`src/common/axi_bridge_pkg.sv`:
```
//======================================
// Field widths, burst codes and response
// codes shared by the write bridge RTL and
// its testbench
//======================================

package axi_bridge_pkg;

  //======================================
  // Channel field widths
  //======================================
  localparam int AXI_LEN_W   = 8;
  localparam int AXI_SIZE_W  = 3;
  localparam int AXI_BURST_W = 2;
  localparam int AXI_RESP_W  = 2;
  localparam int AXI_PROT_W  = 3;

  //======================================
  // Burst types
  //======================================
  // WRAP is not handled by the bridge
  localparam logic [AXI_BURST_W-1:0] BURST_FIXED = 2'd0;
  localparam logic [AXI_BURST_W-1:0] BURST_INCR  = 2'd1;

  //======================================
  // Response codes
  //======================================
  // Ordered by severity, so a larger code wins when merging
  localparam logic [AXI_RESP_W-1:0] RESP_OKAY   = 2'd0;
  localparam logic [AXI_RESP_W-1:0] RESP_EXOKAY = 2'd1;
  localparam logic [AXI_RESP_W-1:0] RESP_SLVERR = 2'd2;
  localparam logic [AXI_RESP_W-1:0] RESP_DECERR = 2'd3;

endpackage

```
`src/write_split/aw_burst_splitter.sv`:
```
//======================================
// Splits an AXI4 write burst into single
// AXI4-Lite address beats and pushes one
// burst record per accepted burst
//======================================

`timescale 1ns/1ps

module aw_burst_splitter #(
  parameter int ADDR_W = 32,
  parameter int ID_W   = 4
) (
  input  logic                               clk,
  input  logic                               rstn,
  // AXI4 write address, master side
  input  logic                               s_aw_valid,
  output logic                               s_aw_ready,
  input  logic [ID_W-1:0]                    s_aw_id,
  input  logic [ADDR_W-1:0]                  s_aw_addr,
  input  logic [axi_bridge_pkg::AXI_LEN_W-1:0]   s_aw_len,
  input  logic [axi_bridge_pkg::AXI_SIZE_W-1:0]  s_aw_size,
  input  logic [axi_bridge_pkg::AXI_BURST_W-1:0] s_aw_burst,
  input  logic [axi_bridge_pkg::AXI_PROT_W-1:0]  s_aw_prot,
  // AXI4-Lite write address, slave side
  output logic                               m_aw_valid,
  input  logic                               m_aw_ready,
  output logic [ADDR_W-1:0]                  m_aw_addr,
  output logic [axi_bridge_pkg::AXI_PROT_W-1:0]  m_aw_prot,
  // Burst record FIFO write side
  output logic                               rec_push,
  input  logic                               rec_full,
  output logic [ID_W-1:0]                    rec_id,
  output logic [axi_bridge_pkg::AXI_LEN_W-1:0]   rec_len
);

  import axi_bridge_pkg::*;

  localparam logic ST_IDLE  = 1'b0;
  localparam logic ST_ISSUE = 1'b1;

  logic                   state;
  logic [AXI_LEN_W-1:0]   beats_left;
  logic [ADDR_W-1:0]      beat_addr;
  logic [ADDR_W-1:0]      beat_step;
  logic [AXI_SIZE_W-1:0]  beat_size;
  logic [AXI_BURST_W-1:0] burst_type;
  logic [AXI_PROT_W-1:0]  burst_prot;
  logic [ADDR_W-1:0]      addr_aligned;
  logic [ADDR_W-1:0]      addr_next;
  logic                   aw_accept;
  logic                   beat_done;

  assign s_aw_ready = (state == ST_IDLE) && !rec_full;
  assign aw_accept  = s_aw_valid && s_aw_ready;
  assign beat_done  = m_aw_valid && m_aw_ready;

  // Record leaves on the same edge the burst is accepted
  assign rec_push = aw_accept;
  assign rec_id   = s_aw_id;
  assign rec_len  = s_aw_len;

  assign m_aw_valid = (state == ST_ISSUE);
  assign m_aw_addr  = beat_addr;
  assign m_aw_prot  = burst_prot;

  // INCR steps from the size-aligned address, FIXED repeats the start
  assign addr_aligned = beat_addr & ({ADDR_W{1'b1}} << beat_size);
  assign addr_next    = (burst_type == BURST_INCR) ? addr_aligned + beat_step : beat_addr;

  //======================================
  // Control FSM and beat counter
  //======================================
  always_ff @(posedge clk)
  begin
    if (!rstn)
    begin
      state      <= ST_IDLE;
      beats_left <= '0;
    end
    else if (aw_accept)
    begin
      state      <= ST_ISSUE;
      beats_left <= s_aw_len;
    end
    else if (beat_done)
    begin
      if (beats_left == '0)
      begin
        state <= ST_IDLE;
      end
      else
      begin
        beats_left <= beats_left - AXI_LEN_W'(1);
      end
    end
  end

  // Burst payload, loaded at acceptance
  always_ff @(posedge clk)
  begin
    if (aw_accept)
    begin
      beat_addr  <= s_aw_addr;
      beat_step  <= ADDR_W'(1) << s_aw_size;
      beat_size  <= s_aw_size;
      burst_type <= s_aw_burst;
      burst_prot <= s_aw_prot;
    end
    else if (beat_done)
    begin
      beat_addr <= addr_next;
    end
  end

endmodule

```
`src/verilog/sync_fifo.sv`:
```
//======================================
// Synchronous FIFO, one entry per record
// DEPTH must be a power of two
//======================================

`timescale 1ns/1ps

module sync_fifo #(
  parameter int WIDTH = 8,
  parameter int DEPTH = 4
) (
  input  logic             clk,
  input  logic             rstn,
  input  logic             push,
  input  logic [WIDTH-1:0] wdata,
  output logic             full,
  input  logic             pop,
  output logic [WIDTH-1:0] rdata,
  output logic             empty
);

  localparam int PTR_W = $clog2(DEPTH);

  logic [WIDTH-1:0] mem [DEPTH];
  // Extra top bit tells a full buffer from an empty one
  logic [PTR_W:0]   wr_ptr;
  logic [PTR_W:0]   rd_ptr;
  logic             do_push;
  logic             do_pop;

  assign empty = (wr_ptr == rd_ptr);
  assign full  = (wr_ptr[PTR_W] != rd_ptr[PTR_W]) &&
                 (wr_ptr[PTR_W-1:0] == rd_ptr[PTR_W-1:0]);

  assign do_push = push && !full;
  assign do_pop  = pop && !empty;

  assign rdata = mem[rd_ptr[PTR_W-1:0]];

  always_ff @(posedge clk)
  begin
    if (!rstn)
    begin
      wr_ptr <= '0;
      rd_ptr <= '0;
    end
    else
    begin
      if (do_push)
      begin
        wr_ptr <= wr_ptr + 1'b1;
      end
      if (do_pop)
      begin
        rd_ptr <= rd_ptr + 1'b1;
      end
    end
  end

  always_ff @(posedge clk)
  begin
    if (do_push)
    begin
      mem[wr_ptr[PTR_W-1:0]] <= wdata;
    end
  end

endmodule

```
`src/resp_merge/b_resp_merger.sv`:
```
//======================================
// Gathers the Lite write responses of one
// burst into a single AXI4 write response
//======================================

`timescale 1ns/1ps

module b_resp_merger #(
  parameter int ID_W = 4
) (
  input  logic                                 clk,
  input  logic                                 rstn,
  // AXI4-Lite write response, slave side
  input  logic                                 m_b_valid,
  output logic                                 m_b_ready,
  input  logic [axi_bridge_pkg::AXI_RESP_W-1:0] m_b_resp,
  // AXI4 write response, master side
  output logic                                 s_b_valid,
  input  logic                                 s_b_ready,
  output logic [ID_W-1:0]                      s_b_id,
  output logic [axi_bridge_pkg::AXI_RESP_W-1:0] s_b_resp,
  // Burst record FIFO read side
  input  logic [ID_W-1:0]                      rec_id,
  input  logic [axi_bridge_pkg::AXI_LEN_W-1:0]  rec_len,
  input  logic                                 rec_empty,
  output logic                                 rec_pop
);

  import axi_bridge_pkg::*;

  // One bit wider than len so a 256 beat burst still counts
  logic [AXI_LEN_W:0]    beat_cnt;
  logic [AXI_RESP_W-1:0] worst_resp;
  logic [AXI_RESP_W-1:0] resp_max;
  logic                  lite_beat;
  logic                  last_beat;
  logic                  b_taken;

  // Accept Lite responses only for a known burst and not while a merged one waits
  assign m_b_ready = !rec_empty && !s_b_valid;
  assign lite_beat = m_b_valid && m_b_ready;
  assign b_taken   = s_b_valid && s_b_ready;

  assign last_beat = (beat_cnt == {1'b0, rec_len});
  assign resp_max  = (m_b_resp > worst_resp) ? m_b_resp : worst_resp;

  assign s_b_id   = rec_id;
  assign s_b_resp = worst_resp;
  assign rec_pop  = b_taken;

  //======================================
  // Beat count and severity tracking
  //======================================
  always_ff @(posedge clk)
  begin
    if (!rstn)
    begin
      beat_cnt   <= '0;
      worst_resp <= RESP_OKAY;
      s_b_valid  <= 1'b0;
    end
    else if (b_taken)
    begin
      beat_cnt   <= '0;
      worst_resp <= RESP_OKAY;
      s_b_valid  <= 1'b0;
    end
    else if (lite_beat)
    begin
      beat_cnt   <= beat_cnt + 1'b1;
      worst_resp <= resp_max;
      if (last_beat)
      begin
        s_b_valid <= 1'b1;
      end
    end
  end

endmodule

```
`src/verilog/axi4_write_bridge.sv`:
```
//======================================
// AXI4 to AXI4-Lite write bridge top level
// Splitter feeds a burst record FIFO that
// the response merger drains in order
//======================================

`timescale 1ns/1ps

module axi4_write_bridge #(
  parameter int ADDR_W      = 32,
  parameter int DATA_W      = 32,
  parameter int ID_W        = 4,
  parameter int BURST_DEPTH = 4
) (
  input  logic                                   clk,
  input  logic                                   rstn,
  // AXI4 slave port
  input  logic                                   s_aw_valid,
  output logic                                   s_aw_ready,
  input  logic [ID_W-1:0]                        s_aw_id,
  input  logic [ADDR_W-1:0]                      s_aw_addr,
  input  logic [axi_bridge_pkg::AXI_LEN_W-1:0]   s_aw_len,
  input  logic [axi_bridge_pkg::AXI_SIZE_W-1:0]  s_aw_size,
  input  logic [axi_bridge_pkg::AXI_BURST_W-1:0] s_aw_burst,
  input  logic [axi_bridge_pkg::AXI_PROT_W-1:0]  s_aw_prot,
  input  logic                                   s_w_valid,
  output logic                                   s_w_ready,
  input  logic [DATA_W-1:0]                      s_w_data,
  input  logic [DATA_W/8-1:0]                    s_w_strb,
  input  logic                                   s_w_last,
  output logic                                   s_b_valid,
  input  logic                                   s_b_ready,
  output logic [ID_W-1:0]                        s_b_id,
  output logic [axi_bridge_pkg::AXI_RESP_W-1:0]  s_b_resp,
  // AXI4-Lite master port
  output logic                                   m_aw_valid,
  input  logic                                   m_aw_ready,
  output logic [ADDR_W-1:0]                      m_aw_addr,
  output logic [axi_bridge_pkg::AXI_PROT_W-1:0]  m_aw_prot,
  output logic                                   m_w_valid,
  input  logic                                   m_w_ready,
  output logic [DATA_W-1:0]                      m_w_data,
  output logic [DATA_W/8-1:0]                    m_w_strb,
  input  logic                                   m_b_valid,
  output logic                                   m_b_ready,
  input  logic [axi_bridge_pkg::AXI_RESP_W-1:0]  m_b_resp
);

  import axi_bridge_pkg::*;

  localparam int REC_W = ID_W + AXI_LEN_W;

  logic                 rec_push;
  logic                 rec_full;
  logic [ID_W-1:0]      push_id;
  logic [AXI_LEN_W-1:0] push_len;
  logic [REC_W-1:0]     head_rec;
  logic                 rec_pop;
  logic                 rec_empty;

  // W beats go straight through, each one pairs with a Lite address beat
  assign m_w_valid = s_w_valid;
  assign m_w_data  = s_w_data;
  assign m_w_strb  = s_w_strb;
  assign s_w_ready = m_w_ready;

  aw_burst_splitter #(
    .ADDR_W (ADDR_W),
    .ID_W   (ID_W)
  ) u_splitter (
    .clk        (clk),
    .rstn       (rstn),
    .s_aw_valid (s_aw_valid),
    .s_aw_ready (s_aw_ready),
    .s_aw_id    (s_aw_id),
    .s_aw_addr  (s_aw_addr),
    .s_aw_len   (s_aw_len),
    .s_aw_size  (s_aw_size),
    .s_aw_burst (s_aw_burst),
    .s_aw_prot  (s_aw_prot),
    .m_aw_valid (m_aw_valid),
    .m_aw_ready (m_aw_ready),
    .m_aw_addr  (m_aw_addr),
    .m_aw_prot  (m_aw_prot),
    .rec_push   (rec_push),
    .rec_full   (rec_full),
    .rec_id     (push_id),
    .rec_len    (push_len)
  );

  // Record layout is ID above length
  sync_fifo #(
    .WIDTH (REC_W),
    .DEPTH (BURST_DEPTH)
  ) u_burst_fifo (
    .clk   (clk),
    .rstn  (rstn),
    .push  (rec_push),
    .wdata ({push_id, push_len}),
    .full  (rec_full),
    .pop   (rec_pop),
    .rdata (head_rec),
    .empty (rec_empty)
  );

  b_resp_merger #(
    .ID_W (ID_W)
  ) u_merger (
    .clk       (clk),
    .rstn      (rstn),
    .m_b_valid (m_b_valid),
    .m_b_ready (m_b_ready),
    .m_b_resp  (m_b_resp),
    .s_b_valid (s_b_valid),
    .s_b_ready (s_b_ready),
    .s_b_id    (s_b_id),
    .s_b_resp  (s_b_resp),
    .rec_id    (head_rec[REC_W-1:AXI_LEN_W]),
    .rec_len   (head_rec[AXI_LEN_W-1:0]),
    .rec_empty (rec_empty),
    .rec_pop   (rec_pop)
  );

endmodule

```
`config.mk`:
```
export PLATFORM = sky130hd
export DESIGN_NAME = axi4_write_bridge
export DESIGN_NICKNAME = d
export VERILOG_FILES = /design/src/common/axi_bridge_pkg.sv /design/src/write_split/aw_burst_splitter.sv /design/src/verilog/sync_fifo.sv /design/src/resp_merge/b_resp_merger.sv /design/src/verilog/axi4_write_bridge.sv
export SDC_FILE = /design/constraint.sdc
export NUM_CORES = 1
export LEC_CHECK = 0
export BUFFER_PORTS_ARGS = -buffer_cell sky130_fd_sc_hd__buf_4
export CAP_MARGIN = 10
export CORE_MARGIN = 2
export CORE_UTILIZATION = 52
export CTS_CLUSTER_SIZE = 40
export DETAILED_ROUTE_END_ITERATION = 6
export PLACE_DENSITY = 0.83
export SLEW_MARGIN = 20
export SYNTH_ARGS = -nofsm -noshare
export SYNTH_HDL_FRONTEND = slang
export SYNTH_SLANG_ARGS = --single-unit
```
`constraint.sdc`:
```
create_clock -name clk -period 4.4 [get_ports clk]
set_input_delay 0.66 -clock clk [delete_from_list [all_inputs] [get_ports clk]]
set_output_delay 0.66 -clock clk [all_outputs]
set_load 0.03 [all_outputs]
```
==> results of run 1 <==
## flip-flops by register name, summed over array words and instances, names as in the netlist, 2 cells and up, named ones only
name / cells
u_burst_fifo.mem: 48
u_splitter.m_aw_addr: 32
u_merger.beat_cnt: 9
u_splitter.beat_step: 8
u_splitter.beats_left: 8
u_burst_fifo.rd_ptr: 3
u_burst_fifo.wr_ptr: 3
u_splitter.beat_size: 3
u_splitter.m_aw_prot: 3
u_merger.s_b_resp: 2
u_splitter.burst_type: 2
## worst max-delay path: stages, from the launching register on
cell and delay (ps):
edfxtp_1 470, nor3b_1 420, ha_1 220, a21o_1 130
nand4_1 160, a21oi_1 880, o2111ai_1 230, xor2_1 200
o21ai_0 90
## kinds of logic (layout without fill, tap and decap cells)
group	after synthesis	count (layout)	synth area share
AO/OA/AOI/OAI	95	95	0.0986
buffers and inverters	65	150	0.0642
adder cells (fa/ha/maj)	19	19	0.0390
flip-flops	125	125	0.550
AND/OR/NAND/NOR	152	152	0.119
multiplexers	15	15	0.0537
XOR/XNOR	54	54	0.0751
## final timing paths
| check | start | to | slack [ps] | cells past startpoint |
|---|---|---|---|---|
| hold reg to reg | u_splitter.beats_left[0] | u_splitter.beats_left[0] | 520 | 1 |
| hold / removal | s_aw_prot[1] | u_splitter.m_aw_prot[1] | 430 | 1 |
| setup / recovery | u_splitter.beat_size[1] | u_splitter.m_aw_addr[13] | 1290 | 8 |
| setup reg to reg | u_splitter.beat_size[1] | u_splitter.m_aw_addr[13] | 1290 | 8 |
## placed cells by master, fill, tap and decap left out, types with 7 or more instances in the layout
master,synthesis,layout
a21oi_1,22,22
a31oi_1,7,7
and3_1,13,13
buf_4,39,106
clkbuf_16,0,17
clkinv_2,0,7
dfxtp_1,29,29
edfxtp_1,96,96
ha_1,18,18
inv_1,11,11
mux4_1,10,10
nand2_1,60,60
nor2_1,33,33
nor3_1,9,9
o21ai_0,36,35
xnor2_1,29,29
xor2_1,25,25
## layout make-up
cell class | instances | area [sq um]
clock buffer | 23 | 458
clock inverter | 9 | 73.8
fill | 914 | 4460
inverter | 12 | 45.0
multi-input combinational | 335 | 2430
sequential | 125 | 3460
tap | 147 | 184
timing repair buffer | 106 | 796
## power by group
| part | internal [W] | switching [W] | leakage [nW] |
|---|---|---|---|
| combinational | 0.000204 | 0.000308 | 1.42 |
| clock | 0.000784 | 0.000485 | 0.268 |
| sequential | 0.00137 | 0.0000625 | 1.14 |
| total | 0.00236 | 0.000856 | 2.83 |
## routing by layer
layer,vias up,track usage,part of all wire
met2,150,0.346,0.50
met5,-,0,0
met4,0,0.0846,0.023
met3,40,0.0765,0.067
li1,2039,-,-
met1,2109,0.247,0.41
## stage by stage
stage | setup slack, ps | hold WS (ps) | instances | total power, W
6_report | 1290 | 426 | 757 | 0.00322
5_1_grt | 1010 | 412 | 757 | 0.00334
4_1_cts | 1320 | 411 | 757 | 0.00323
3_5_place_dp | 1340 | 501 | 725 | 0.00197
3_3_place_gp | 1430 | 497 | 725 | 0.00195
2_1_floorplan | 821 | 471 | 525 | 0.00184
==> flow_summary_export.csv, run 1 <==
group,metric,value,unit
run_status,status,"finished clean",
placement,place.gp.congestion,0.858,
clock_tree,post_cts_buffers,0,
synthesis,synth.distinct_cells,54,
power,ir_drop,0.284,mV
routing,drc,0,
floorplanning,num_io_pins,182,
synthesis,yosysTopAreaCellShare,0.458,
floorplanning,start_util,0.528,
synthesis,synth_cells,525,
synthesis,yosysSeqAreaShare,0.550,
global_routing,grt_pass1_vias,4348,
sta,hold_viol_final,0,
setup_path,worstSetupEndpointType,"flip-flop",
global_routing,grt_usage,0.209,
finish,fin_nets,715,
routing,vias_per_cell,5.73,
floorplanning,chipHeight,114,um
setup_path,worstPathArrival,3230,ps
floorplanning,die_w,114,um
synthesis,synth_most_common_cell,"edfxtp_1",
worst_hold_path,hp-class,"in -> reg",
sta,worst_pin_slew,1070,ps
routing,post_drt_wl_per_cell,17.4,um
floorplanning,die-area,13000,sq um
global_routing,grt_max_degree,65,
global_routing,antenna_found_initial,0,
placement,dpl.hpwl,9060,um
synthesis,ys_warn_count,0,
finish,fin_util,0.625,
routing,drt-initial-drc-count,178,
routing,via_count,4338,
clock_tree,cts_tree,"yes",
sta,fmax,322,MHz
synthesis,yosys-top-cells-count,"96 x edfxtp_1, 60 x nand2_1, 39 x buf_4",
clock_tree,cts_resized,0,
sta,period_share,0.706,
clock_tree,clk_pin_slew,50,ps
synthesis,syn_nets,643,
synthesis,syn_area,6290,sq um
sta,max_slew_margin,0.284,
synthesis,synth_seq_cells,125,
setup_path,startpoint_type,"flip-flop",
global_routing,grt_pass1_wl,21000,um
sta,final.setup.tns,0,ps
setup_path,worstSetupPathType,"reg -> reg",
clock_tree,cts_sinks,125,
clock_tree,worstSkewPairLatency,410,ps
synthesis,avgSynthCellArea,12.0,sq um
clock_tree,clk_path_buf_depth,2,
sta,finalMaxSlewViolations,0,
clock_tree,cts_hold_buf,0,
finish,drive_gt1_frac,0.238,
finish,design_area,7450,sq um
setup_path,cp_max_fo,12,
synthesis,synth_edf_count,96,
setup_path,cp.required,4520,ps
power,p_per_area,432,nW/um^2
global_routing,overflow,0,
clock_tree,cts-root-buf,"clkbuf_16",
power,p_leak,2.83,nW
synthesis,synth_top_area_cell,"edfxtp_1",
routing,wl,13200,um
synthesis,synth_ff_type,"edfxtp_1",
synthesis,synthTopCellsByArea,"edfxtp_1 46%, dfxtp_1 9.2%, buf_4 4.7%, mux4_1 4.2%, xnor2_1 4.0%",
floorplanning,core,11900,sq um
clock_tree,htreeDepth,4,
sta,rsz0062_at_grt,"no",
synthesis,synthArstFlopShare,0,
sta,finalSetupViolCount,0,
sta,fin_crit,3110,ps
job,drv_cap,0,
floorplanning,rows,40,
routing,dr.pass1.iters,4,
finish,area_growth_syn_to_layout,18.4,%
clock_tree,numCtsBuffers,17,
routing,antenna_left,0,
sta,skew,10.4,ps
placement,port_buffers,104,
placement,dpl-instance-area,6920,sq um
finish,diodes,0,
Power figures use the tool's default switching activity.
==> run 2, diff against run 1 <==
- ABC_AREA: default -> 1
- CORE_UTILIZATION: 52 -> 54
- PLACE_DENSITY: 0.83 -> 0.84
- clock period: 4.4 -> 3.1 ns (I/O delays scaled with it)
==> flow_summary_export.csv, run 2 <==
group,metric,value,unit
routing,drc,0,
floorplanning,rows,41,
sta,fmax,380,MHz
sta,skew,9.27,ps
synthesis,synth.distinct_cells,39,
finish,largest_reg_flops,48,
global_routing,grt_usage,0.230,
synthesis,synth_cells,812,
placement,port_buffers,104,
floorplanning,chipHeight,118,um
clock_tree,cts_hold_buf,0,
synthesis,yosysTopAreaCellShare,0.413,
floorplanning,start_util,0.553,
synthesis,synth_ff_type,"edfxtp_1",
finish,fin_util,0.655,
routing,vias_per_cell,5.28,
finish,area_growth_syn_to_layout,18.4,%
synthesis,yosysSeqAreaShare,0.496,
sta,finalMaxSlewViolations,0,
global_routing,grt_pass1_vias,5508,
global_routing,overflow,0,
setup_path,rrSetupSlack,470,ps
synthesis,synth_top_area_cell,"edfxtp_1",
setup_path,rr_startpoint,"u_splitter.beat_size[0]",
synthesis,synth_edf_count,96,
routing,drt-initial-drc-count,416,
clock_tree,worstSkewPairLatency,420,ps
synthesis,synthArstFlopShare,0,
sta,finalSetupViolCount,0,
clock_tree,clk_path_buf_depth,2,
global_routing,grt_pass1_wl,25400,um
setup_path,worstSetupPathType,"reg -> reg",
power,p_leak,3.64,nW
finish,layout_commonest_cell,"nand2_1",
routing,antenna_left,0,
power,p_per_area,615,nW/um^2
synthesis,synth_seq_cells,125,
worst_hold_path,worstHoldPathCells,1,
power,power_switching,0.00148,W
global_routing,antenna_found_initial,0,
setup_path,cp.required,3270,ps
synthesis,syn_area,6980,sq um
setup_path,crit_chain,"or2_2, nor3b_1, ha_1, fa_1, nand2_1, nand2_1, and2_1, nand3_1, nand2_1, nand2_1, xnor2_1, nand2_1, nand2_1",
sta,fin_crit,2630,ps
finish,design_area,8260,sq um
synthesis,synthTopCellsByArea,"edfxtp_1 41%, nand2_1 13%, dfxtp_1 8.3%, nand3_1 5.1%, inv_1 4.3%",
power,p_seq_frac,0.407,
routing,wl,15700,um
placement,dpl.hpwl,10900,um
floorplanning,die_w,118,um
clock_tree,cts_tree,"yes",
routing,post_drt_wl_per_cell,14.6,um
finish,final_cell_mix,"242 x nand2_1, 114 x buf_4, 96 x edfxtp_1, 80 x inv_1, 71 x nand3_1",
synthesis,ys_warn_count,0,
run_status,status,"finished clean",
clock_tree,clk_pin_slew,60,ps
finish,drive_gt1_frac,0.193,
floorplanning,num_io_pins,182,
global_routing,grt_max_degree,38,
sta,max_slew_margin,0.553,
setup_path,critPathSlowestCell,"edfxtp_1",
synthesis,syn_nets,930,
setup_path,r2r-end,"u_splitter.m_aw_addr[28]",
finish,diodes,0,
worst_hold_path,min_to,"u_splitter.m_aw_prot[2]",
sta,fin_ws,470,ps
setup_path,crit_path_frequent_cell,"nand2_1",
sta,hold_slack,225,ps
finish,nFillCells,1044,
worst_hold_path,hp-start,"s_aw_prot[2]",
power,switching_share,0.292,
placement,place.gp.congestion,0.891,
setup_path,startpoint_type,"flip-flop",
setup_path,critPathLaunch,"u_splitter.beat_size[0]",
placement,dpl-instance-area,7640,sq um
job,drv_cap,0,
power,power_frac_clock,0.412,
routing,via_count,5679,
setup_path,cp_slowest_stage_delay,420,ps
sta,period_share,0.848,
worst_hold_path,hp-class,"in -> reg",
clock_tree,post_cts_buffers,0,
sta,worst_pin_slew,670,ps
sta,final.setup.tns,0,ps
sta,rsz0062_at_grt,"no",
setup_path,cp_max_fo,5,
floorplanning,core,12600,sq um
power,combPwrFrac,0.181,
power,internal_power,0.00360,W
routing,dr.pass1.iters,5,
clock_tree,cts_sinks,125,
finish,fin_nets,1008,
setup_path,reg2reg_depth,13,
synthesis,synth_most_common_cell,"nand2_1",
clock_tree,numCtsBuffers,17,
clock_tree,cts_resized,0,
clock_tree,htreeDepth,4,
placement,pre_cts_slack,491,ps
power,ir_drop,0.315,mV
setup_path,worstSetupEndpointType,"flip-flop",
floorplanning,die-area,13900,sq um
sta,hold_viol_final,0,
synthesis,avgSynthCellArea,8.60,sq um
clock_tree,cts-root-buf,"clkbuf_16",
setup_path,worstPathArrival,2800,ps
synthesis,yosys-top-cells-count,"242 x nand2_1, 96 x edfxtp_1, 80 x inv_1",
## run 2: cell types whose count changed in the layout (fill, tap and decap cells not counted), moves of 16 or more
cell	previous run	this run
nand2_1	60	242
inv_1	11	80
nand3_1	3	71
nor2_1	33	64
xnor2_1	29	11
xor2_1	25	9
## run 2: through the flow
step / total power, W / cells
floorplan: 0.00279 / 812
global placement: 0.00298 / 1043
detailed placement: 0.00301 / 1043
CTS: 0.00511 / 1075
global route: 0.00528 / 1075
finish: 0.00508 / 1075
## run 2: cell families after synthesis
logic type / Yosys count / share of synthesized area
AND/OR/NAND/NOR: 441 / 0.282
buffers and inverters: 138 / 0.106
flip-flops: 125 / 0.496
AO/OA/AOI/OAI: 67 / 0.0507
XOR/XNOR: 22 / 0.0297
adder cells (fa/ha/maj): 19 / 0.0351
## run 2: how the worst max path moves through the flow
| stage | endpoint | slack, ps | depth (start not counted) |
|---|---|---|---|
| after detailed placement | u_splitter.m_aw_addr[28] | 490 | 13 |
| after global placement | u_splitter.m_aw_addr[28] | 570 | 13 |
| final | u_splitter.m_aw_addr[28] | 470 | 13 |
| after floorplan | u_splitter.m_aw_addr[0] | 480 | 2 |
| after CTS | u_splitter.m_aw_addr[28] | 470 | 13 |
| after global routing | u_splitter.m_aw_addr[28] | 260 | 13 |
## run 2: power groups by stage
stage | clock network [W] | registers (W) | logic, W
floorplan | 0 | 0.00219 | 0.000595
global placement | 0 | 0.00209 | 0.000891
detailed placement | 0 | 0.00210 | 0.000912
CTS | 0.00212 | 0.00206 | 0.000921
global route | 0.00218 | 0.00208 | 0.00101
finish | 0.00209 | 0.00207 | 0.000921
## run 2: final cells by class
| type | count | area, sq um | area share |
|---|---|---|---|
| repair buffers | 114 | 856 | 0.104 |
| inverters | 83 | 314 | 0.0380 |
| multi-input cells | 549 | 2790 | 0.337 |
| clock buffers | 17 | 425 | 0.0515 |
| flip-flops and latches | 125 | 3460 | 0.419 |
| clock inverters | 15 | 201 | 0.0244 |
| well taps | 172 | 215 | 0.0260 |
## run 2: layer usage
layer | vias up | wire length [um] | global-route usage
li1 | 2799 | - | -
met1 | 2642 | 6310 | 0.271
met2 | 212 | 8140 | 0.401
met3 | 26 | 929 | 0.0562
met4 | 0 | 303 | 0.0956
met5 | - | 0 | 0
## run 2: worst max-delay path, delay by kind of cell, from the launching register on
family / cells / cell delay, ps
flip-flops: 1 / 420
XOR/XNOR: 1 / 120
adder cells (fa/ha/maj): 2 / 430
AND/OR/NAND/NOR: 10 / 1430
